<file path="config.mk">
export PLATFORM = sky130hd
export DESIGN_NAME = axi_rd_slave
export DESIGN_NICKNAME = d
export VERILOG_FILES = /design/src/hw/axi_rd_pkg.sv /design/src/hw/axi_rd_slave.sv /design/src/hw/r_return.sv /design/src/hw/rd_slot.sv /design/src/hw/burst_addr_gen.sv /design/src/hw/ar_alloc.sv
export VERILOG_INCLUDE_DIRS = /design/src /design/src/hw
export SDC_FILE = /design/constraint.sdc
export NUM_CORES = 2
export LEC_CHECK = 0
export ABC_AREA = 1
export BUFFER_PORTS_ARGS = -buffer_cell sky130_fd_sc_hd__buf_2
export CORE_UTILIZATION = 60
export CTS_CLUSTER_DIAMETER = 40
export DETAILED_ROUTE_END_ITERATION = 6
export MAX_ROUTING_LAYER = met4
export PLACE_DENSITY = 0.76
export SETUP_SLACK_MARGIN = 0.3
export SLEW_MARGIN = 5
export SYNTH_ARGS = -nofsm -noshare
export SYNTH_HDL_FRONTEND = slang
export SYNTH_SLANG_ARGS = --single-unit
</file>
<file path="constraint.sdc">
create_clock -name clk -period 5.55 [get_ports clk]
set_input_delay 0.555 -clock clk [delete_from_list [all_inputs] [get_ports clk]]
set_output_delay 0.555 -clock clk [all_outputs]
set_load 0.05 [all_outputs]
</file>
<file path="src/hw/axi_rd_defines.svh">
`ifndef AXI_RD_DEFINES_SVH
`define AXI_RD_DEFINES_SVH

// --------------------------------------------------
// AXI read channel field widths
// --------------------------------------------------
`define AXI_ID_W        4
`define AXI_ADDR_W      16
`define AXI_DATA_W      32
`define AXI_LEN_W       3
`define AXI_SIZE_W      3
`define AXI_BURST_W     2
`define AXI_RESP_W      2

// --------------------------------------------------
// Burst and response encodings
// --------------------------------------------------
`define AXI_BURST_FIXED 2'd0
`define AXI_BURST_INCR  2'd1
`define AXI_BURST_WRAP  2'd2

`define AXI_RESP_OKAY   2'd0
`define AXI_RESP_SLVERR 2'd2

// --------------------------------------------------
// Slot buffer sizing and simulated memory timing
// --------------------------------------------------
`define RD_MAX_BEATS    8       // One entry per possible beat
`define RD_FETCH_DELAY  18      // Cycles per beat fetch

`endif
</file>
<file path="src/hw/axi_rd_pkg.sv">
`include "axi_rd_defines.svh"

package axi_rd_pkg;

    // --------------------------------------------------
    // AR channel payload
    // --------------------------------------------------
    typedef struct packed {
        logic [`AXI_ID_W-1:0]    id;
        logic [`AXI_ADDR_W-1:0]  addr;
        logic [`AXI_LEN_W-1:0]   len;      // Beats minus one
        logic [`AXI_SIZE_W-1:0]  size;     // Log2 of bytes per beat
        logic [`AXI_BURST_W-1:0] burst;
    } ar_req_t;

    // --------------------------------------------------
    // R channel payload
    // --------------------------------------------------
    typedef struct packed {
        logic [`AXI_ID_W-1:0]   id;
        logic [`AXI_DATA_W-1:0] data;
        logic [`AXI_RESP_W-1:0] resp;
        logic                   last;
    } r_beat_t;

    // --------------------------------------------------
    // Slot to return stage
    // --------------------------------------------------
    // valid means the beat at the read index is fetched
    // and has not been taken yet
    typedef struct packed {
        logic    valid;
        r_beat_t beat;
    } slot_head_t;

endpackage

</file>
<file path="src/hw/axi_rd_slave.sv">
`timescale 1ns/1ps

module axi_rd_slave #(
    parameter int OST_DEPTH = 4
) (
    input  logic                clk,
    input  logic                rst_n,

    // AR channel
    input  axi_rd_pkg::ar_req_t ar,
    input  logic                ar_valid,
    output logic                ar_ready,

    // R channel
    output axi_rd_pkg::r_beat_t r,
    output logic                r_valid,
    input  logic                r_ready
);

    logic [OST_DEPTH-1:0]   slot_busy;
    logic [OST_DEPTH-1:0]   slot_load;
    logic [OST_DEPTH-1:0]   slot_take;
    axi_rd_pkg::ar_req_t    load_req;
    axi_rd_pkg::slot_head_t slot_heads [OST_DEPTH];

    // --------------------------------------------------
    // Request side
    // --------------------------------------------------
    ar_alloc #(
        .OST_DEPTH (OST_DEPTH)
    ) u_ar_alloc (
        .clk      (clk),
        .rst_n    (rst_n),
        .ar       (ar),
        .ar_valid (ar_valid),
        .ar_ready (ar_ready),
        .busy     (slot_busy),
        .load     (slot_load),
        .load_req (load_req)
    );

    // --------------------------------------------------
    // Outstanding transaction slots
    // --------------------------------------------------
    for (genvar i = 0; i < OST_DEPTH; i++) begin : g_slot
        rd_slot u_rd_slot (
            .clk      (clk),
            .rst_n    (rst_n),
            .load     (slot_load[i]),
            .load_req (load_req),
            .take     (slot_take[i]),
            .busy     (slot_busy[i]),
            .head     (slot_heads[i])
        );
    end

    // In-order drain onto R
    r_return #(
        .OST_DEPTH (OST_DEPTH)
    ) u_r_return (
        .clk     (clk),
        .rst_n   (rst_n),
        .heads   (slot_heads),
        .take    (slot_take),
        .r       (r),
        .r_valid (r_valid),
        .r_ready (r_ready)
    );

endmodule

</file>
<file path="src/hw/r_return.sv">
`timescale 1ns/1ps

module r_return #(
    parameter int OST_DEPTH = 4
) (
    input  logic                   clk,
    input  logic                   rst_n,

    // Slot ring
    input  axi_rd_pkg::slot_head_t heads [OST_DEPTH],
    output logic [OST_DEPTH-1:0]   take,

    // R channel
    output axi_rd_pkg::r_beat_t    r,
    output logic                   r_valid,
    input  logic                   r_ready
);

    localparam int PTR_W = $clog2(OST_DEPTH);

    logic [PTR_W-1:0] res_ptr;   // Oldest outstanding slot
    logic             r_fire;

    // --------------------------------------------------
    // Head mux onto R
    // --------------------------------------------------
    assign r       = heads[res_ptr].beat;
    assign r_valid = heads[res_ptr].valid;
    assign r_fire  = r_valid & r_ready;

    always_comb begin
        take = '0;
        if (r_fire) begin
            take[res_ptr] = 1'b1;   // Slot moves to its next beat
        end
    end

    // --------------------------------------------------
    // Result pointer
    // --------------------------------------------------
    // Moves only after the final beat, which keeps
    // transactions in request order
    always_ff @(posedge clk or negedge rst_n) begin
        if (!rst_n) begin
            res_ptr <= '0;
        end else if (r_fire && r.last) begin
            if (res_ptr == PTR_W'(OST_DEPTH - 1)) begin
                res_ptr <= '0;
            end else begin
                res_ptr <= res_ptr + 1'b1;
            end
        end
    end

endmodule

</file>
<file path="src/hw/rd_slot.sv">
`timescale 1ns/1ps
`include "axi_rd_defines.svh"

module rd_slot (
    input  logic                   clk,
    input  logic                   rst_n,
    input  logic                   load,
    input  axi_rd_pkg::ar_req_t    load_req,
    input  logic                   take,
    output logic                   busy,
    output axi_rd_pkg::slot_head_t head
);

    localparam int DLY_W = $clog2(`RD_FETCH_DELAY);
    localparam int IDX_W = `AXI_LEN_W;
    localparam int PAD_W = `AXI_DATA_W - `AXI_ID_W - `AXI_ADDR_W;

    axi_rd_pkg::ar_req_t    req_q;
    axi_rd_pkg::ar_req_t    gen_req;
    logic                   fetching;    // Beats still to fetch
    logic [DLY_W-1:0]       dly_cnt;
    logic                   fetch;       // One beat lands this edge
    logic [IDX_W-1:0]       fetch_idx;
    logic [IDX_W-1:0]       rd_idx;      // Next beat for return side
    logic [`RD_MAX_BEATS-1:0] beat_vld;
    logic [`AXI_DATA_W-1:0] beat_data [`RD_MAX_BEATS];
    logic [`AXI_ADDR_W-1:0] beat_addr;
    logic                   rd_last;

    // --------------------------------------------------
    // Request capture and address sequencing
    // --------------------------------------------------
    always_ff @(posedge clk) begin
        if (load) begin
            req_q <= load_req;
        end
    end

    // Generator sees the new request during the load cycle
    assign gen_req = load ? load_req : req_q;

    burst_addr_gen u_addr_gen (
        .clk   (clk),
        .rst_n (rst_n),
        .start (load),
        .req   (gen_req),
        .step  (fetch),
        .addr  (beat_addr)
    );

    // --------------------------------------------------
    // Fetch timer
    // --------------------------------------------------
    assign fetch = fetching && (dly_cnt == DLY_W'(`RD_FETCH_DELAY - 1));

    always_ff @(posedge clk or negedge rst_n) begin
        if (!rst_n) begin
            fetching  <= 1'b0;
            dly_cnt   <= '0;
            fetch_idx <= '0;
        end else if (load) begin
            fetching  <= 1'b1;
            dly_cnt   <= '0;
            fetch_idx <= '0;
        end else if (fetch) begin
            dly_cnt   <= '0;
            fetch_idx <= fetch_idx + 1'b1;
            if (fetch_idx == req_q.len) begin
                fetching <= 1'b0;   // Last beat fetched
            end
        end else if (fetching) begin
            dly_cnt <= dly_cnt + 1'b1;
        end
    end

    // --------------------------------------------------
    // Beat buffer
    // --------------------------------------------------
    always_ff @(posedge clk) begin
        if (fetch) begin
            beat_data[fetch_idx] <= {{PAD_W{1'b0}}, req_q.id, beat_addr};
        end
    end

    always_ff @(posedge clk or negedge rst_n) begin
        if (!rst_n) begin
            beat_vld <= '0;
        end else if (load) begin
            beat_vld <= '0;
        end else if (fetch) begin
            beat_vld[fetch_idx] <= 1'b1;
        end
    end

    // --------------------------------------------------
    // Read-out and slot lifetime
    // --------------------------------------------------
    always_ff @(posedge clk or negedge rst_n) begin
        if (!rst_n) begin
            busy   <= 1'b0;
            rd_idx <= '0;
        end else if (load) begin
            busy   <= 1'b1;
            rd_idx <= '0;
        end else if (take) begin
            rd_idx <= rd_idx + 1'b1;
            if (rd_last) begin
                busy <= 1'b0;   // Free once the final beat leaves
            end
        end
    end

    assign rd_last = (rd_idx == req_q.len);

    always_comb begin
        head            = '0;
        head.valid      = busy & beat_vld[rd_idx];
        head.beat.id    = req_q.id;
        head.beat.data  = beat_data[rd_idx];
        head.beat.last  = rd_last;
        head.beat.resp  = (rd_last && (&req_q.id)) ? `AXI_RESP_SLVERR : `AXI_RESP_OKAY;
    end

endmodule

</file>
<file path="src/hw/burst_addr_gen.sv">
`timescale 1ns/1ps
`include "axi_rd_defines.svh"

module burst_addr_gen (
    input  logic                   clk,
    input  logic                   rst_n,
    input  logic                   start,   // Load a new burst
    input  axi_rd_pkg::ar_req_t    req,
    input  logic                   step,    // Advance to next beat
    output logic [`AXI_ADDR_W-1:0] addr
);

    localparam int AW = `AXI_ADDR_W;

    logic [AW-1:0] num_bytes;
    logic [AW-1:0] burst_beats;
    logic [AW-1:0] wrap_span;
    logic [AW-1:0] wrap_base;
    logic [AW-1:0] aligned_addr;
    logic [AW-1:0] seq_addr;
    logic [AW-1:0] next_addr;
    logic          at_top;
    logic          wrapped;

    // --------------------------------------------------
    // Burst geometry
    // --------------------------------------------------
    assign num_bytes   = AW'(1) << req.size;
    assign burst_beats = AW'(req.len) + AW'(1);
    assign wrap_span   = burst_beats << req.size;          // Window size in bytes
    assign wrap_base   = req.addr & ~(wrap_span - AW'(1)); // Power-of-two window

    // First INCR step also aligns an unaligned start address
    assign aligned_addr = addr & ~(num_bytes - AW'(1));
    assign seq_addr     = aligned_addr + num_bytes;
    assign at_top       = (seq_addr == wrap_base + wrap_span);

    always_comb begin
        case (req.burst)
            `AXI_BURST_FIXED: begin
                next_addr = addr;
            end
            `AXI_BURST_INCR: begin
                next_addr = seq_addr;
            end
            `AXI_BURST_WRAP: begin
                // A burst wraps at most once inside its window
                if (!wrapped && at_top) begin
                    next_addr = wrap_base;
                end else begin
                    next_addr = seq_addr;
                end
            end
            default: begin
                next_addr = addr;   // Reserved type holds
            end
        endcase
    end

    // --------------------------------------------------
    // Current beat address
    // --------------------------------------------------
    always_ff @(posedge clk or negedge rst_n) begin
        if (!rst_n) begin
            addr    <= '0;
            wrapped <= 1'b0;
        end else if (start) begin
            addr    <= req.addr;
            wrapped <= 1'b0;
        end else if (step) begin
            addr <= next_addr;
            if (req.burst == `AXI_BURST_WRAP && at_top) begin
                wrapped <= 1'b1;
            end
        end
    end

endmodule

</file>
<file path="src/hw/ar_alloc.sv">
`timescale 1ns/1ps

module ar_alloc #(
    parameter int OST_DEPTH = 4
) (
    input  logic                 clk,
    input  logic                 rst_n,

    // AR channel
    input  axi_rd_pkg::ar_req_t  ar,
    input  logic                 ar_valid,
    output logic                 ar_ready,

    // Slot ring
    input  logic [OST_DEPTH-1:0] busy,
    output logic [OST_DEPTH-1:0] load,
    output axi_rd_pkg::ar_req_t  load_req
);

    localparam int PTR_W = $clog2(OST_DEPTH);

    logic [PTR_W-1:0] set_ptr;   // Next slot to fill
    logic             ar_fire;

    // --------------------------------------------------
    // Readiness and load strobe
    // --------------------------------------------------
    // Slots drain in order, so only the pointed slot matters
    assign ar_ready = ~busy[set_ptr];
    assign ar_fire  = ar_valid & ar_ready;

    always_comb begin
        load = '0;
        if (ar_fire) begin
            load[set_ptr] = 1'b1;   // One-hot to the chosen slot
        end
    end

    assign load_req = ar;   // Slot captures at the load edge

    // --------------------------------------------------
    // Set pointer
    // --------------------------------------------------
    always_ff @(posedge clk or negedge rst_n) begin
        if (!rst_n) begin
            set_ptr <= '0;
        end else if (ar_fire) begin
            if (set_ptr == PTR_W'(OST_DEPTH - 1)) begin
                set_ptr <= '0;   // Wrap for any depth
            end else begin
                set_ptr <= set_ptr + 1'b1;
            end
        end
    end

endmodule

</file>
==> impl_results.md <==
* Fin Setup TNS at 0 ps
* FILL cells at 5797
* Max clock buf depth at 3
* Predominant post-synthesis flop cell: edfxtp_1
* Slew Limit Headroom at about 18%
* Vias per cell at 6.14
* Post-layout util at between 70% and 80%
* Crit path max fanout at 15
* CTS tree: yes
* Initial DRC count at about 5200
* Sw Share at ~48%
* Global route overflow at 0
* Synth unique cells at 66
* Cell Rows at ~100
* Final number of setup-violating endpoints at 0
* DIE HEIGHT at approximately 280 um
* Pins over their slew limit at 0
* Fin crit period at just over 5000 ps
* Leakage power at 22.8 nW
* Synthesized flop and latch total at about 900
* # IOs at between 70 and 80
* Final period util at 90.9%
* Pre-antenna DRT Iters at 6
* Share of cells above drive strength 1 at between 15 and 20%
* Area delta synth->final at 15.3%
* Setup crit end kind: flop
* Post-synthesis instance total at ~5300
* Seq pwr share at 27.2%
* Post-DP HPWL at slightly below 100000 um
* EDFF count, synth at roughly 660
* Peak supply drop at ~0.60 mV
* Clock latency on the worst-skew pair at 700 ps
* Clock-pin slew on the worst setup and hold paths at ~60 ps
* Ys async rst share at 17.2%
* Die Area at 79900 um^2
* Clk root buf: clkbuf_16
* Clock Power Share at around a fifth
* Synth warnings at 0
* DR DRC count at 0
* Initial antenna violation count at 4
* CTS H-tree lvls at 3
* Slowest-stage cell, CP: dfrtp_2
* Area of the multi-input gates at 19300 um^2
* Largest stage delay, worst path at 430 ps
* Core box area at between 70000 and 80000 um^2
* P per Cell Area at between 600 and 700 nW/um^2
* RSZ-0062 raised after global routing: yes
* Port buffer count at a little under 60
* Mapped cell area at 47200 um^2
* Largest net degree at the start of global routing at 89
* Critical path required time at 6130 ps
* Internal power at ~0.020 W
* WL/cell at 22.0 um
* Switching power at about 0.018 W
* Total GRT Usage at between 30% and 40%
* Vias at a little over 40000
* RD Place Congestion at 1.01
* Sequential fraction of the synthesis area at 54.0%
* Worst setup SP type: flop
* Final #Nets at roughly 5500
* Worst Setup Path Type: flop to flop
* WL final at between 100000 and 150000 um
* Synthesized area per cell at just under 9 um^2
* Initial Utilization at 60.8%
* Antenna Violating Nets Remaining at 0
* Fmax at between 150 and 200 MHz
* HP Class: input port to flop
* CP most frequent cell: nand2_1
* Sequential cell area at 25500 um^2
* Die width at 283 um
* Skew final at 55.8 ps
* Vias in the first global route at between 30000 and 40000
* Worst-margin pin slew at roughly 1200 ps
* Hold Violations, Final at 0
* Num CTS Buffers at 119
* Outcome: complete, no violations
* Global-route wire length before repair at between 200000 and 250000 um
* Comb power frac at between 50% and 60%
* Max cap viols at 0
* TritonCTS Sinks at 908
* Critical Path AT at ~5600 ps
==> flip-flops by register name, indices dropped and copies added, names as in the netlist <==
register                             flops
g_slot.u_rd_slot.beat_data             640
g_slot.u_rd_slot.req_q                  96
g_slot.u_rd_slot.u_addr_gen.addr        64
g_slot.u_rd_slot.beat_vld               32
g_slot.u_rd_slot.dly_cnt                20
g_slot.u_rd_slot.head                   16
g_slot.u_rd_slot.fetch_idx              12
g_slot.u_rd_slot.rd_idx                 12
g_slot.u_rd_slot.busy                    4
g_slot.u_rd_slot.fetching                4
g_slot.u_rd_slot.u_addr_gen.wrapped      4
u_ar_alloc.set_ptr                       2
u_r_return.res_ptr                       2
==> metrics by stage <==
step | hold WS (ps) | setup slack (ps) | total power (W) | std cells | area, um^2
after floorplan | 259 | 803 | 0.0223 | 5296 | 47300
after global placement | 454 | 82.5 | 0.0272 | 6269 | 48800
after detailed placement | 459 | 45.4 | 0.0275 | 6269 | 48800
after CTS | 123 | 303 | 0.0356 | 6506 | 53100
after global routing | 122 | 218 | 0.0398 | 6570 | 54500
final | 136 | 502 | 0.0376 | 6571 | 54500
==> critical path, delay by kind of cell, from the launching register on <==
kind / cells / cell delay [ps]
AOI/OAI and AO/OA: 1 / 80
DFF: 1 / 430
adders and majority gates: 1 / 260
and+or+nand+nor: 26 / 3070
buffers and inverters: 9 / 1100
==> cell type report <==
type                       instances  share of cell area [%]
clock inverter                    75                    1.77
sequential                       908                    46.9
inverter                         605                    4.20
tap                             1040                    2.39
antenna                            5                  0.0230
clock buffer                     152                    6.01
multi-input combinational       3552                    35.5
timing repair buffer             234                    3.23
==> power groups by stage <==
stage / Sequential, W / Clock [W] / Combinational [W]
2_1_floorplan: 0.00954 / 0 / 0.0128
3_3_place_gp: 0.0103 / 0 / 0.0169
3_5_place_dp: 0.0103 / 0 / 0.0172
4_1_cts: 0.0102 / 0.00800 / 0.0174
5_1_grt: 0.0104 / 0.00828 / 0.0211
6_report: 0.0103 / 0.00797 / 0.0194
==> routing by layer <==
layer	up-vias	routed length (um)	track usage [%]	share of wire [%]
met5	-	0	-	0
met4	0	7120	17.6	4.9
met3	354	15600	6.65	11
met2	2265	63500	53.5	44
met1	19214	58400	50.5	40
li1	18541	-	-	-
==> cell families after synthesis <==
logic type,Yosys count,synth area share [%]
other cells,1,0.00794
compound gates,986,12.6
buf+inv,841,7.08
simple gates,2382,22.5
fa+ha+maj,76,2.08
flops,908,54.0
xor+xnor,85,1.60
mux,5,0.106
==> layout by cell type (no fill, tap or decap), types with 17 or more instances in the layout <==
| cell type | instances |
|---|---|
| a21oi_1 | 130 |
| a31oi_1 | 54 |
| buf_2 | 59 |
| buf_4 | 151 |
| clkbuf_1 | 17 |
| clkbuf_16 | 121 |
| dfrtp_1 | 150 |
| dfxtp_1 | 96 |
| edfxtp_1 | 656 |
| ha_1 | 52 |
| inv_1 | 537 |
| inv_2 | 60 |
| nand2_1 | 913 |
| nand2_2 | 60 |
| nand3_1 | 388 |
| nand3_2 | 37 |
| nand4_1 | 151 |
| nor2_1 | 617 |
| nor2_2 | 61 |
| nor2_4 | 34 |
| nor3_1 | 32 |
| nor3_2 | 19 |
| o21ai_0 | 508 |
| o21ai_1 | 25 |
| o221ai_1 | 159 |
| xnor2_1 | 26 |
| xor2_1 | 58 |
==> synthesized netlist by cell type (all sizes together), types with 3 or more instances <==
cell type | count | area share [%]
nand3 | 437 | 5.0
o221ai | 159 | 2.9
dfxtp | 96 | 4.1
a31o | 4 | 0.074
clkbuf | 171 | 1.4
o21bai | 7 | 0.11
nor4 | 3 | 0.040
a22oi | 15 | 0.24
o211ai | 13 | 0.21
xnor2 | 26 | 0.48
nand4 | 154 | 2.1
o21ai | 556 | 6.2
inv | 602 | 4.8
nand2 | 988 | 8.2
o21a | 3 | 0.048
a21oi | 145 | 1.6
nor3 | 52 | 0.68
edfxtp | 656 | 42
xor2 | 58 | 1.1
a211oi | 4 | 0.064
mux2i | 5 | 0.11
nor2 | 712 | 6.0
buf | 65 | 0.91
clkinv | 3 | 0.024
or2 | 14 | 0.19
a21o | 3 | 0.048
dfrtp | 156 | 8.3
o22ai | 14 | 0.19
ha | 72 | 1.9
nand3b | 16 | 0.25
fa | 4 | 0.17
a31oi | 54 | 0.72
==> worst paths after layout <==
check	startpoint	endpoint	slack, ps	cells past startpoint
min in group asynchronous	rst_n	g_slot[1].u_rd_slot.u_addr_gen.addr[7]	520	2
max in group asynchronous	rst_n	u_ar_alloc.set_ptr[0]	3700	3
min	ar[25]	g_slot[3].u_rd_slot.head[36]	140	1
max reg2reg	u_ar_alloc.set_ptr[0]	g_slot[1].u_rd_slot.u_addr_gen.addr[15]	500	37
min reg2reg	g_slot[0].u_rd_slot.req_q[14]	g_slot[0].u_rd_slot.req_q[14]	480	2
max	u_ar_alloc.set_ptr[0]	g_slot[1].u_rd_slot.u_addr_gen.addr[15]	500	37
==> repair_timing <==
item | 4_1_cts | 5_1_grt
pin swaps | 5 | 61
gates resized for setup | 9 | 192
hold endpoints to repair | 6 | 0
setup endpoints to repair | 36 | 68
hold buffers | 1 | 0
setup buffers | 9 | 52
cloned | 0 | 8
(Power assumes the default switching activity.)
